===== config.mk =====
export PLATFORM = sky130hd
export DESIGN_NAME = axi2apb_top
export DESIGN_NICKNAME = d
export VERILOG_FILES = /design/src/bridge_pkg.sv /design/src/apb_dev_decode.sv /design/src/axi2apb_top.sv /design/src/axi_req_capture.sv /design/src/axi_resp_regs.sv /design/src/bridge_ctrl.sv
export SDC_FILE = /design/constraint.sdc
export NUM_CORES = 1
export LEC_CHECK = 0
export BUFFER_PORTS_ARGS = -buffer_cell sky130_fd_sc_hd__buf_2
export CAP_MARGIN = 20
export CORE_AREA = 2 2 180 182
export DETAILED_ROUTE_END_ITERATION = 7
export DIE_AREA = 0 0 182 184
export GPL_ROUTABILITY_DRIVEN = 0
export PLACE_DENSITY_LB_ADDON = 0.05
export REMOVE_ABC_BUFFERS = 1
export SYNTH_ARGS = -nofsm -noshare
export SYNTH_HDL_FRONTEND = slang
export SYNTH_SLANG_ARGS = --single-unit

===== constraint.sdc =====
create_clock -name S_AXI_ACLK -period 7.23 [get_ports S_AXI_ACLK]
set_input_delay 1.446 -clock S_AXI_ACLK [delete_from_list [all_inputs] [get_ports S_AXI_ACLK]]
set_output_delay 1.446 -clock S_AXI_ACLK [all_outputs]
set_load 0.05 [all_outputs]

===== src/bridge_pkg.sv =====
package bridge_pkg;

    localparam int apb_dev_count = 8;
    localparam int dev_idx_lsb   = 13;   // Lowest bit of the 3-bit device index

    localparam logic [1:0] resp_okay   = 2'b00;
    localparam logic [1:0] resp_slverr = 2'b10;

    typedef enum logic [2:0] {
        IDLE      = 3'd0,
        WR_SETUP  = 3'd1,
        WR_ACCESS = 3'd2,
        WR_RESP   = 3'd3,
        RD_SETUP  = 3'd4,
        RD_ACCESS = 3'd5,
        RD_RESP   = 3'd6
    } bridge_state_e;

    // Index value to PSEL bit
    localparam int unsigned dev_map [apb_dev_count] = '{
        0,   // Timer
        3,   // SPI
        4,   // I2C0
        5,   // I2C1
        1,   // UART0
        2,   // UART1
        6,   // GPIO0
        7    // GPIO1
    };

endpackage


===== src/apb_dev_decode.sv =====
`timescale 1ns/1ns

module apb_dev_decode #(
    parameter int data_width = 32,
    parameter int addr_width = 20
) (
    input  logic [addr_width-1:0]                req_addr,
    input  logic [bridge_pkg::apb_dev_count-1:0] pready,
    input  logic [bridge_pkg::apb_dev_count-1:0] pslverr,
    input  logic [data_width-1:0]                prdata [bridge_pkg::apb_dev_count],
    output logic [bridge_pkg::apb_dev_count-1:0] dev_sel,
    output logic                                 sel_ready,
    output logic                                 sel_slverr,
    output logic [data_width-1:0]                sel_rdata
);

    import bridge_pkg::*;

    localparam int idx_w = $clog2(apb_dev_count);

    logic [idx_w-1:0] dev_idx;

    assign dev_idx = req_addr[dev_idx_lsb +: idx_w];

    always_comb begin
        dev_sel = '0;
        dev_sel[dev_map[dev_idx]] = 1'b1;   // Fixed peripheral order
    end

    assign sel_ready  = |(pready & dev_sel);
    assign sel_slverr = |(pslverr & dev_sel);

    // Read data mux on the selected slot
    always_comb begin
        sel_rdata = '0;
        for (int i = 0; i < apb_dev_count; i++) begin
            if (dev_sel[i]) begin
                sel_rdata = prdata[i];
            end
        end
    end

endmodule


===== src/axi2apb_top.sv =====
`timescale 1ns/1ns

module axi2apb_top #(
    parameter int data_width = 32,
    parameter int addr_width = 20
) (
    input  logic                                 S_AXI_ACLK,
    input  logic                                 S_AXI_ARESETN,
    input  logic [addr_width-1:0]                S_AXI_AWADDR,
    input  logic [2:0]                           S_AXI_AWPROT,
    input  logic                                 S_AXI_AWVALID,
    output logic                                 S_AXI_AWREADY,
    input  logic [data_width-1:0]                S_AXI_WDATA,
    input  logic [(data_width/8)-1:0]            S_AXI_WSTRB,
    input  logic                                 S_AXI_WVALID,
    output logic                                 S_AXI_WREADY,
    output logic [1:0]                           S_AXI_BRESP,
    output logic                                 S_AXI_BVALID,
    input  logic                                 S_AXI_BREADY,
    input  logic [addr_width-1:0]                S_AXI_ARADDR,
    input  logic [2:0]                           S_AXI_ARPROT,
    input  logic                                 S_AXI_ARVALID,
    output logic                                 S_AXI_ARREADY,
    output logic [data_width-1:0]                S_AXI_RDATA,
    output logic [1:0]                           S_AXI_RRESP,
    output logic                                 S_AXI_RVALID,
    input  logic                                 S_AXI_RREADY,
    output logic [bridge_pkg::apb_dev_count-1:0] PSEL,
    output logic                                 PENABLE,
    output logic [addr_width-1:0]                PADDR,
    output logic                                 PWRITE,
    output logic [data_width-1:0]                PWDATA,
    input  logic [data_width-1:0]                PRDATA [bridge_pkg::apb_dev_count],
    input  logic [bridge_pkg::apb_dev_count-1:0] PREADY,
    input  logic [bridge_pkg::apb_dev_count-1:0] PSLVERR
);

    import bridge_pkg::*;

    logic                     accept_en;
    logic                     req_clear;
    logic                     wr_pending;
    logic                     rd_pending;
    logic [apb_dev_count-1:0] dev_sel;
    logic                     sel_ready;
    logic                     sel_slverr;
    logic [data_width-1:0]    sel_rdata;
    logic                     resp_load_w;
    logic                     resp_load_r;
    logic                     resp_err;
    logic                     resp_taken;

    // Held request drives PADDR and PWDATA directly
    axi_req_capture #(
        .data_width (data_width),
        .addr_width (addr_width)
    ) axi_req_capture_i (
        .S_AXI_ACLK    (S_AXI_ACLK),
        .S_AXI_ARESETN (S_AXI_ARESETN),
        .accept_en     (accept_en),
        .req_clear     (req_clear),
        .awaddr        (S_AXI_AWADDR),
        .awvalid       (S_AXI_AWVALID),
        .wdata         (S_AXI_WDATA),
        .wvalid        (S_AXI_WVALID),
        .araddr        (S_AXI_ARADDR),
        .arvalid       (S_AXI_ARVALID),
        .awready       (S_AXI_AWREADY),
        .wready        (S_AXI_WREADY),
        .arready       (S_AXI_ARREADY),
        .req_addr      (PADDR),
        .req_wdata     (PWDATA),
        .wr_pending    (wr_pending),
        .rd_pending    (rd_pending)
    );

    apb_dev_decode #(
        .data_width (data_width),
        .addr_width (addr_width)
    ) apb_dev_decode_i (
        .req_addr   (PADDR),
        .pready     (PREADY),
        .pslverr    (PSLVERR),
        .prdata     (PRDATA),
        .dev_sel    (dev_sel),
        .sel_ready  (sel_ready),
        .sel_slverr (sel_slverr),
        .sel_rdata  (sel_rdata)
    );

    bridge_ctrl bridge_ctrl_i (
        .S_AXI_ACLK    (S_AXI_ACLK),
        .S_AXI_ARESETN (S_AXI_ARESETN),
        .wr_pending    (wr_pending),
        .rd_pending    (rd_pending),
        .dev_sel       (dev_sel),
        .sel_ready     (sel_ready),
        .sel_slverr    (sel_slverr),
        .resp_taken    (resp_taken),
        .accept_en     (accept_en),
        .req_clear     (req_clear),
        .psel          (PSEL),
        .penable       (PENABLE),
        .pwrite        (PWRITE),
        .resp_load_w   (resp_load_w),
        .resp_load_r   (resp_load_r),
        .resp_err      (resp_err)
    );

    axi_resp_regs #(
        .data_width (data_width)
    ) axi_resp_regs_i (
        .S_AXI_ACLK    (S_AXI_ACLK),
        .S_AXI_ARESETN (S_AXI_ARESETN),
        .resp_load_w   (resp_load_w),
        .resp_load_r   (resp_load_r),
        .resp_err      (resp_err),
        .sel_rdata     (sel_rdata),
        .bready        (S_AXI_BREADY),
        .rready        (S_AXI_RREADY),
        .bvalid        (S_AXI_BVALID),
        .bresp         (S_AXI_BRESP),
        .rvalid        (S_AXI_RVALID),
        .rresp         (S_AXI_RRESP),
        .rdata         (S_AXI_RDATA),
        .resp_taken    (resp_taken)
    );

endmodule


===== src/axi_req_capture.sv =====
`timescale 1ns/1ns

module axi_req_capture #(
    parameter int data_width = 32,
    parameter int addr_width = 20
) (
    input  logic                  S_AXI_ACLK,
    input  logic                  S_AXI_ARESETN,
    input  logic                  accept_en,
    input  logic                  req_clear,
    input  logic [addr_width-1:0] awaddr,
    input  logic                  awvalid,
    input  logic [data_width-1:0] wdata,
    input  logic                  wvalid,
    input  logic [addr_width-1:0] araddr,
    input  logic                  arvalid,
    output logic                  awready,
    output logic                  wready,
    output logic                  arready,
    output logic [addr_width-1:0] req_addr,
    output logic [data_width-1:0] req_wdata,
    output logic                  wr_pending,
    output logic                  rd_pending
);

    logic aw_seen;
    logic w_seen;
    logic rd_held;
    logic aw_hs;
    logic w_hs;
    logic ar_hs;
    logic slot_free;

    // Out of reset with nothing held and the controller idle
    assign slot_free = S_AXI_ARESETN && accept_en && !rd_held && !(aw_seen && w_seen);

    assign awready = slot_free && !aw_seen;
    assign wready  = slot_free && !w_seen;
    // A read waits while any write half is present
    assign arready = slot_free && !aw_seen && !w_seen && !awvalid && !wvalid;

    assign aw_hs = awvalid && awready;
    assign w_hs  = wvalid && wready;
    assign ar_hs = arvalid && arready;

    assign wr_pending = aw_seen && w_seen;
    assign rd_pending = rd_held;

    always_ff @(posedge S_AXI_ACLK or negedge S_AXI_ARESETN) begin
        if (!S_AXI_ARESETN) begin
            aw_seen <= 1'b0;
            w_seen  <= 1'b0;
            rd_held <= 1'b0;
        end else if (req_clear) begin
            aw_seen <= 1'b0;
            w_seen  <= 1'b0;
            rd_held <= 1'b0;
        end else begin
            if (aw_hs) aw_seen <= 1'b1;
            if (w_hs) w_seen <= 1'b1;
            if (ar_hs) rd_held <= 1'b1;
        end
    end

    always_ff @(posedge S_AXI_ACLK) begin
        if (aw_hs)
            req_addr <= awaddr[addr_width-1:0];
        else if (ar_hs)
            req_addr <= araddr[addr_width-1:0];
        if (w_hs)
            req_wdata <= wdata;
    end

    a_one_direction: assert property (@(posedge S_AXI_ACLK) disable iff (!S_AXI_ARESETN)
        !(wr_pending && rd_pending))
        else $error("write and read pending together");

endmodule


===== src/axi_resp_regs.sv =====
`timescale 1ns/1ns

module axi_resp_regs #(
    parameter int data_width = 32
) (
    input  logic                  S_AXI_ACLK,
    input  logic                  S_AXI_ARESETN,
    input  logic                  resp_load_w,
    input  logic                  resp_load_r,
    input  logic                  resp_err,
    input  logic [data_width-1:0] sel_rdata,
    input  logic                  bready,
    input  logic                  rready,
    output logic                  bvalid,
    output logic [1:0]            bresp,
    output logic                  rvalid,
    output logic [1:0]            rresp,
    output logic [data_width-1:0] rdata,
    output logic                  resp_taken
);

    import bridge_pkg::*;

    assign resp_taken = (bvalid && bready) || (rvalid && rready);

    always_ff @(posedge S_AXI_ACLK or negedge S_AXI_ARESETN) begin
        if (!S_AXI_ARESETN) begin
            bvalid <= 1'b0;
            rvalid <= 1'b0;
        end else begin
            if (resp_load_w)
                bvalid <= 1'b1;
            else if (bready)
                bvalid <= 1'b0;
            if (resp_load_r)
                rvalid <= 1'b1;
            else if (rready)
                rvalid <= 1'b0;
        end
    end

    // Response fields only move on a load
    always_ff @(posedge S_AXI_ACLK) begin
        if (resp_load_w)
            bresp <= resp_err ? resp_slverr : resp_okay;
        if (resp_load_r) begin
            rresp <= resp_err ? resp_slverr : resp_okay;
            rdata <= sel_rdata;
        end
    end

    a_one_resp: assert property (@(posedge S_AXI_ACLK) disable iff (!S_AXI_ARESETN)
        !(bvalid && rvalid))
        else $error("B and R valid together");

endmodule


===== src/bridge_ctrl.sv =====
`timescale 1ns/1ns

module bridge_ctrl (
    input  logic                                 S_AXI_ACLK,
    input  logic                                 S_AXI_ARESETN,
    input  logic                                 wr_pending,
    input  logic                                 rd_pending,
    input  logic [bridge_pkg::apb_dev_count-1:0] dev_sel,
    input  logic                                 sel_ready,
    input  logic                                 sel_slverr,
    input  logic                                 resp_taken,
    output logic                                 accept_en,
    output logic                                 req_clear,
    output logic [bridge_pkg::apb_dev_count-1:0] psel,
    output logic                                 penable,
    output logic                                 pwrite,
    output logic                                 resp_load_w,
    output logic                                 resp_load_r,
    output logic                                 resp_err
);

    import bridge_pkg::*;

    bridge_state_e state;

    assign accept_en   = (state == IDLE);
    assign resp_load_w = (state == WR_ACCESS) && sel_ready;
    assign resp_load_r = (state == RD_ACCESS) && sel_ready;
    assign resp_err    = sel_slverr;   // Sampled with the load pulse
    assign req_clear   = ((state == WR_RESP) || (state == RD_RESP)) && resp_taken;

    always_ff @(posedge S_AXI_ACLK or negedge S_AXI_ARESETN) begin
        if (!S_AXI_ARESETN) begin
            state   <= IDLE;
            psel    <= '0;
            penable <= 1'b0;
            pwrite  <= 1'b0;
        end else begin
            case (state)
                IDLE: begin
                    if (wr_pending) begin   // Write goes first
                        state  <= WR_SETUP;
                        psel   <= dev_sel;
                        pwrite <= 1'b1;
                    end else if (rd_pending) begin
                        state  <= RD_SETUP;
                        psel   <= dev_sel;
                        pwrite <= 1'b0;
                    end
                end

                WR_SETUP: begin
                    state   <= WR_ACCESS;
                    penable <= 1'b1;
                end

                WR_ACCESS: begin
                    if (sel_ready) begin
                        state   <= WR_RESP;
                        psel    <= '0;
                        penable <= 1'b0;
                    end
                end

                WR_RESP: begin
                    if (resp_taken) state <= IDLE;
                end

                RD_SETUP: begin
                    state   <= RD_ACCESS;
                    penable <= 1'b1;
                end

                RD_ACCESS: begin
                    if (sel_ready) begin
                        state   <= RD_RESP;
                        psel    <= '0;
                        penable <= 1'b0;
                    end
                end

                RD_RESP: begin
                    if (resp_taken) state <= IDLE;
                end

                default: begin
                    state   <= IDLE;
                    psel    <= '0;
                    penable <= 1'b0;
                end
            endcase
        end
    end

    a_enable_needs_sel: assert property (@(posedge S_AXI_ACLK) disable iff (!S_AXI_ARESETN)
        penable |-> (psel != '0))
        else $error("PENABLE without PSEL");

    // Slave choice is frozen through the access phase
    a_sel_stable: assert property (@(posedge S_AXI_ACLK) disable iff (!S_AXI_ARESETN)
        penable |-> $stable(psel))
        else $error("PSEL changed during access");

endmodule


==> results.toml <==
[drt]
num_vias = 6386
drtIter0Drc = 190
drt-met1-wl_mm = 10.1
wl_per_cell_microns = 17.9
viasPerCell = 4.40
wl_met3_mm = 2.16
top_signal_layer_used = "met5"
ant_nets = 0
routed_wl_mm = 26.0
drc_errors = 0
wl_met2_mm = 13.4
drtPass1Iterations = 4

[global_routing]
gr-usage-all-layers_pct = 14.8
grt_overflow = 0
grt_pass1_vias = 6443
antenna_found_initial = 5
grt_pass1_wl_mm = 37.6
grt_max_degree = 84

[synthesis]
synthCells = 627
synth_edf_count = 86
synthDistinctLibCells = 49
synth_top_area_share_pct = 39.5
async_reset_ff_share_pct = 17.3
synth_area_sq_mm = 0.00653
yosys-top-cells-area = "edfxtp_1, mux2i_1, dfrtp_1, nand2b_1, a2bb2oi_1"
synth.top_cells.by_count = "edfxtp_1, nand2_1, mux2i_1"
syn_area_per_cell_sq_um = 10.4
synth.most_common_cell = "edfxtp_1"
ys_ff_latch = 104
yosysTopAreaCell = "edfxtp_1"
yosys_warnings = 0
ys_seq_area_share_pct = 46.4
synth-main-ff-cell = "edfxtp_1"

[cts]
cts_hold_buf = 0
clk-insertion-delay-late_ps = 370
clock-sinks = 104
cts-root-buf = "clkbuf_16"
cts_tree = "built"
cts_buffer_depth = 2
ctsResizeCount = 0
htreeDepth = 3
cts_setup_buffers = 0
numCtsBuffers = 9
clk_pin_slew_ps = 80

[sta]
finClkSkew_ps = 14.2
tightestPinTransition_ps = 902
relSlewSlack_pct = 39.7
fin_ws_ps = 3200
final_hold_viol_count = 0
finalSetupViolCount = 0
fin_crit_sh_pct = 55.8
clock.fmax_mhz = 248
min_period_ps = 4030
setup_tns_ps = 0
slew_viol_final = 0
rsz0062_at_grt = "false"

[floorplan]
fp.dieH_microns = 184
start_util_pct = 20.8
rows = 65
dieArea_sq_mm = 0.0335
die_w_microns = 182
coreArea_sq_mm = 0.0314
pin_count = 464

[final_layout]
utilization_pct = 29.9
synthToLayoutAreaGrowth_pct = 43.9
nets = 1405
instances_no_fill = 1452
final_area_sq_mm = 0.00940
drive_above_1_share_pct = 49.0

[setup_path]
path_max_fanout = 20
startpoint_type = "primary input"
required_ps = 5780
endpoint_kind = "primary output"
critPathKind = "in -> out"
worstPathArrival_ps = 2590

[power_and_ir_drop]
pwr_density_cell_mw_per_mm2 = 213
irDropWorstVdd_uv = 126
cellLeakagePower_uw = 0.00434

[run_status]
status = "finished, final reports clean"

[placed_design]
placed_area_sq_mm = 0.00911
hpwl_mm = 19.9
placedCellCount = 1435
dp_slack_ps = 3150
io_buffers = 451

[hold_path]
hold_path_class = "reg -> reg"

[flow_run]
max_cap_viol_count = 0
==> cells in the final DEF, fill, tap and decap left out, drive strengths merged, types with 2 or more instances in the layout <==
cell type,instances
buf,463
edfxtp,86
nand2,76
mux2i,67
nand2b,65
nor2,40
a21oi,36
o22ai,34
a2bb2oi,33
o2bb2ai,32
mux2,20
dfrtp,18
inv,12
clkbuf,9
o21ai,6
nor3,6
nand3,4
a32o,4
a22o,3
or2,3
o32ai,3
clkinv,3
mux4,2
and2,2
o21a,2
conb,2
nor2b,2
a211oi,2
==> area by class of cell <==
cell class,instances,area (sq um)
antenna,1,2.50
clock buffer,9,225
clock inverter,7,61.3
fill,3376,22000
inverter,9,33.8
multi-input combinational,457,3190
sequential,104,3030
tap,402,503
timing repair buffer,463,2350
==> worst paths after layout <==
check,startpoint,end,slack [ps],depth (start not counted)
worst max-delay path,S_AXI_ARESETN,S_AXI_ARREADY,3200,4
worst min-delay path,bridge_ctrl_i.psel[1],bridge_ctrl_i.psel[1],500,1
worst max register to register,axi_req_capture_i.req_addr[13],axi_resp_regs_i.rdata[6],3870,6
worst min register to register,bridge_ctrl_i.psel[1],bridge_ctrl_i.psel[1],500,1
max in group asynchronous,S_AXI_ARESETN,bridge_ctrl_i.psel[6],5880,1
min in group asynchronous,S_AXI_ARESETN,axi_req_capture_i.w_seen,1030,1
==> cell families after synthesis <==
logic type / count (synthesis) / share of synthesized area, %
AND/OR/NAND/NOR: 203 / 15.1
AO/OA/AOI/OAI: 163 / 18.9
flip-flops: 104 / 46.4
multiplexers: 89 / 14.4
buffers and inverters: 67 / 5.06
other: 1 / 0.0574
==> flip-flops by register name (all words and copies together), names as in the netlist <==
register,count
axi_req_capture_i.req_addr,20
bridge_ctrl_i.pwrite,1
axi_resp_regs_i.bvalid,1
axi_resp_regs_i.bresp,1
bridge_ctrl_i.penable,1
axi_req_capture_i.rd_pending,1
axi_req_capture_i.aw_seen,1
axi_resp_regs_i.rresp,1
axi_resp_regs_i.rdata,32
bridge_ctrl_i.psel,8
axi_req_capture_i.w_seen,1
axi_req_capture_i.req_wdata,32
bridge_ctrl_i.state,3
axi_resp_regs_i.rvalid,1
==> layer usage <==
metal | up-vias | GRT usage, %
li1 | 3154 | -
met5 | - | 0
met4 | 6 | 3.23
met1 | 2923 | 16.4
met2 | 280 | 27.6
met3 | 23 | 4.81
==> power by group <==
part           leakage [uW]  internal (uW)  switching, uW
Sequential          0.00101            734           55.8
Clock              0.000140            242            260
Combinational       0.00318            251            455
==> through the flow <==
| step | power (uW) | hold WS [ps] |
|---|---|---|
| after detailed placement | 1520 | 490 |
| after floorplan | 1270 | 532 |
| after CTS | 2050 | 509 |
| after global placement | 1530 | 477 |
| after global routing | 2120 | 518 |
| final | 2000 | 498 |
==> worst max-delay path: stages <==
cell	delay, ps
buf_2	380
and4_1	350
and2_1	140
buf_2	260
No activity file was read; power rests on OpenSTA's default activity.
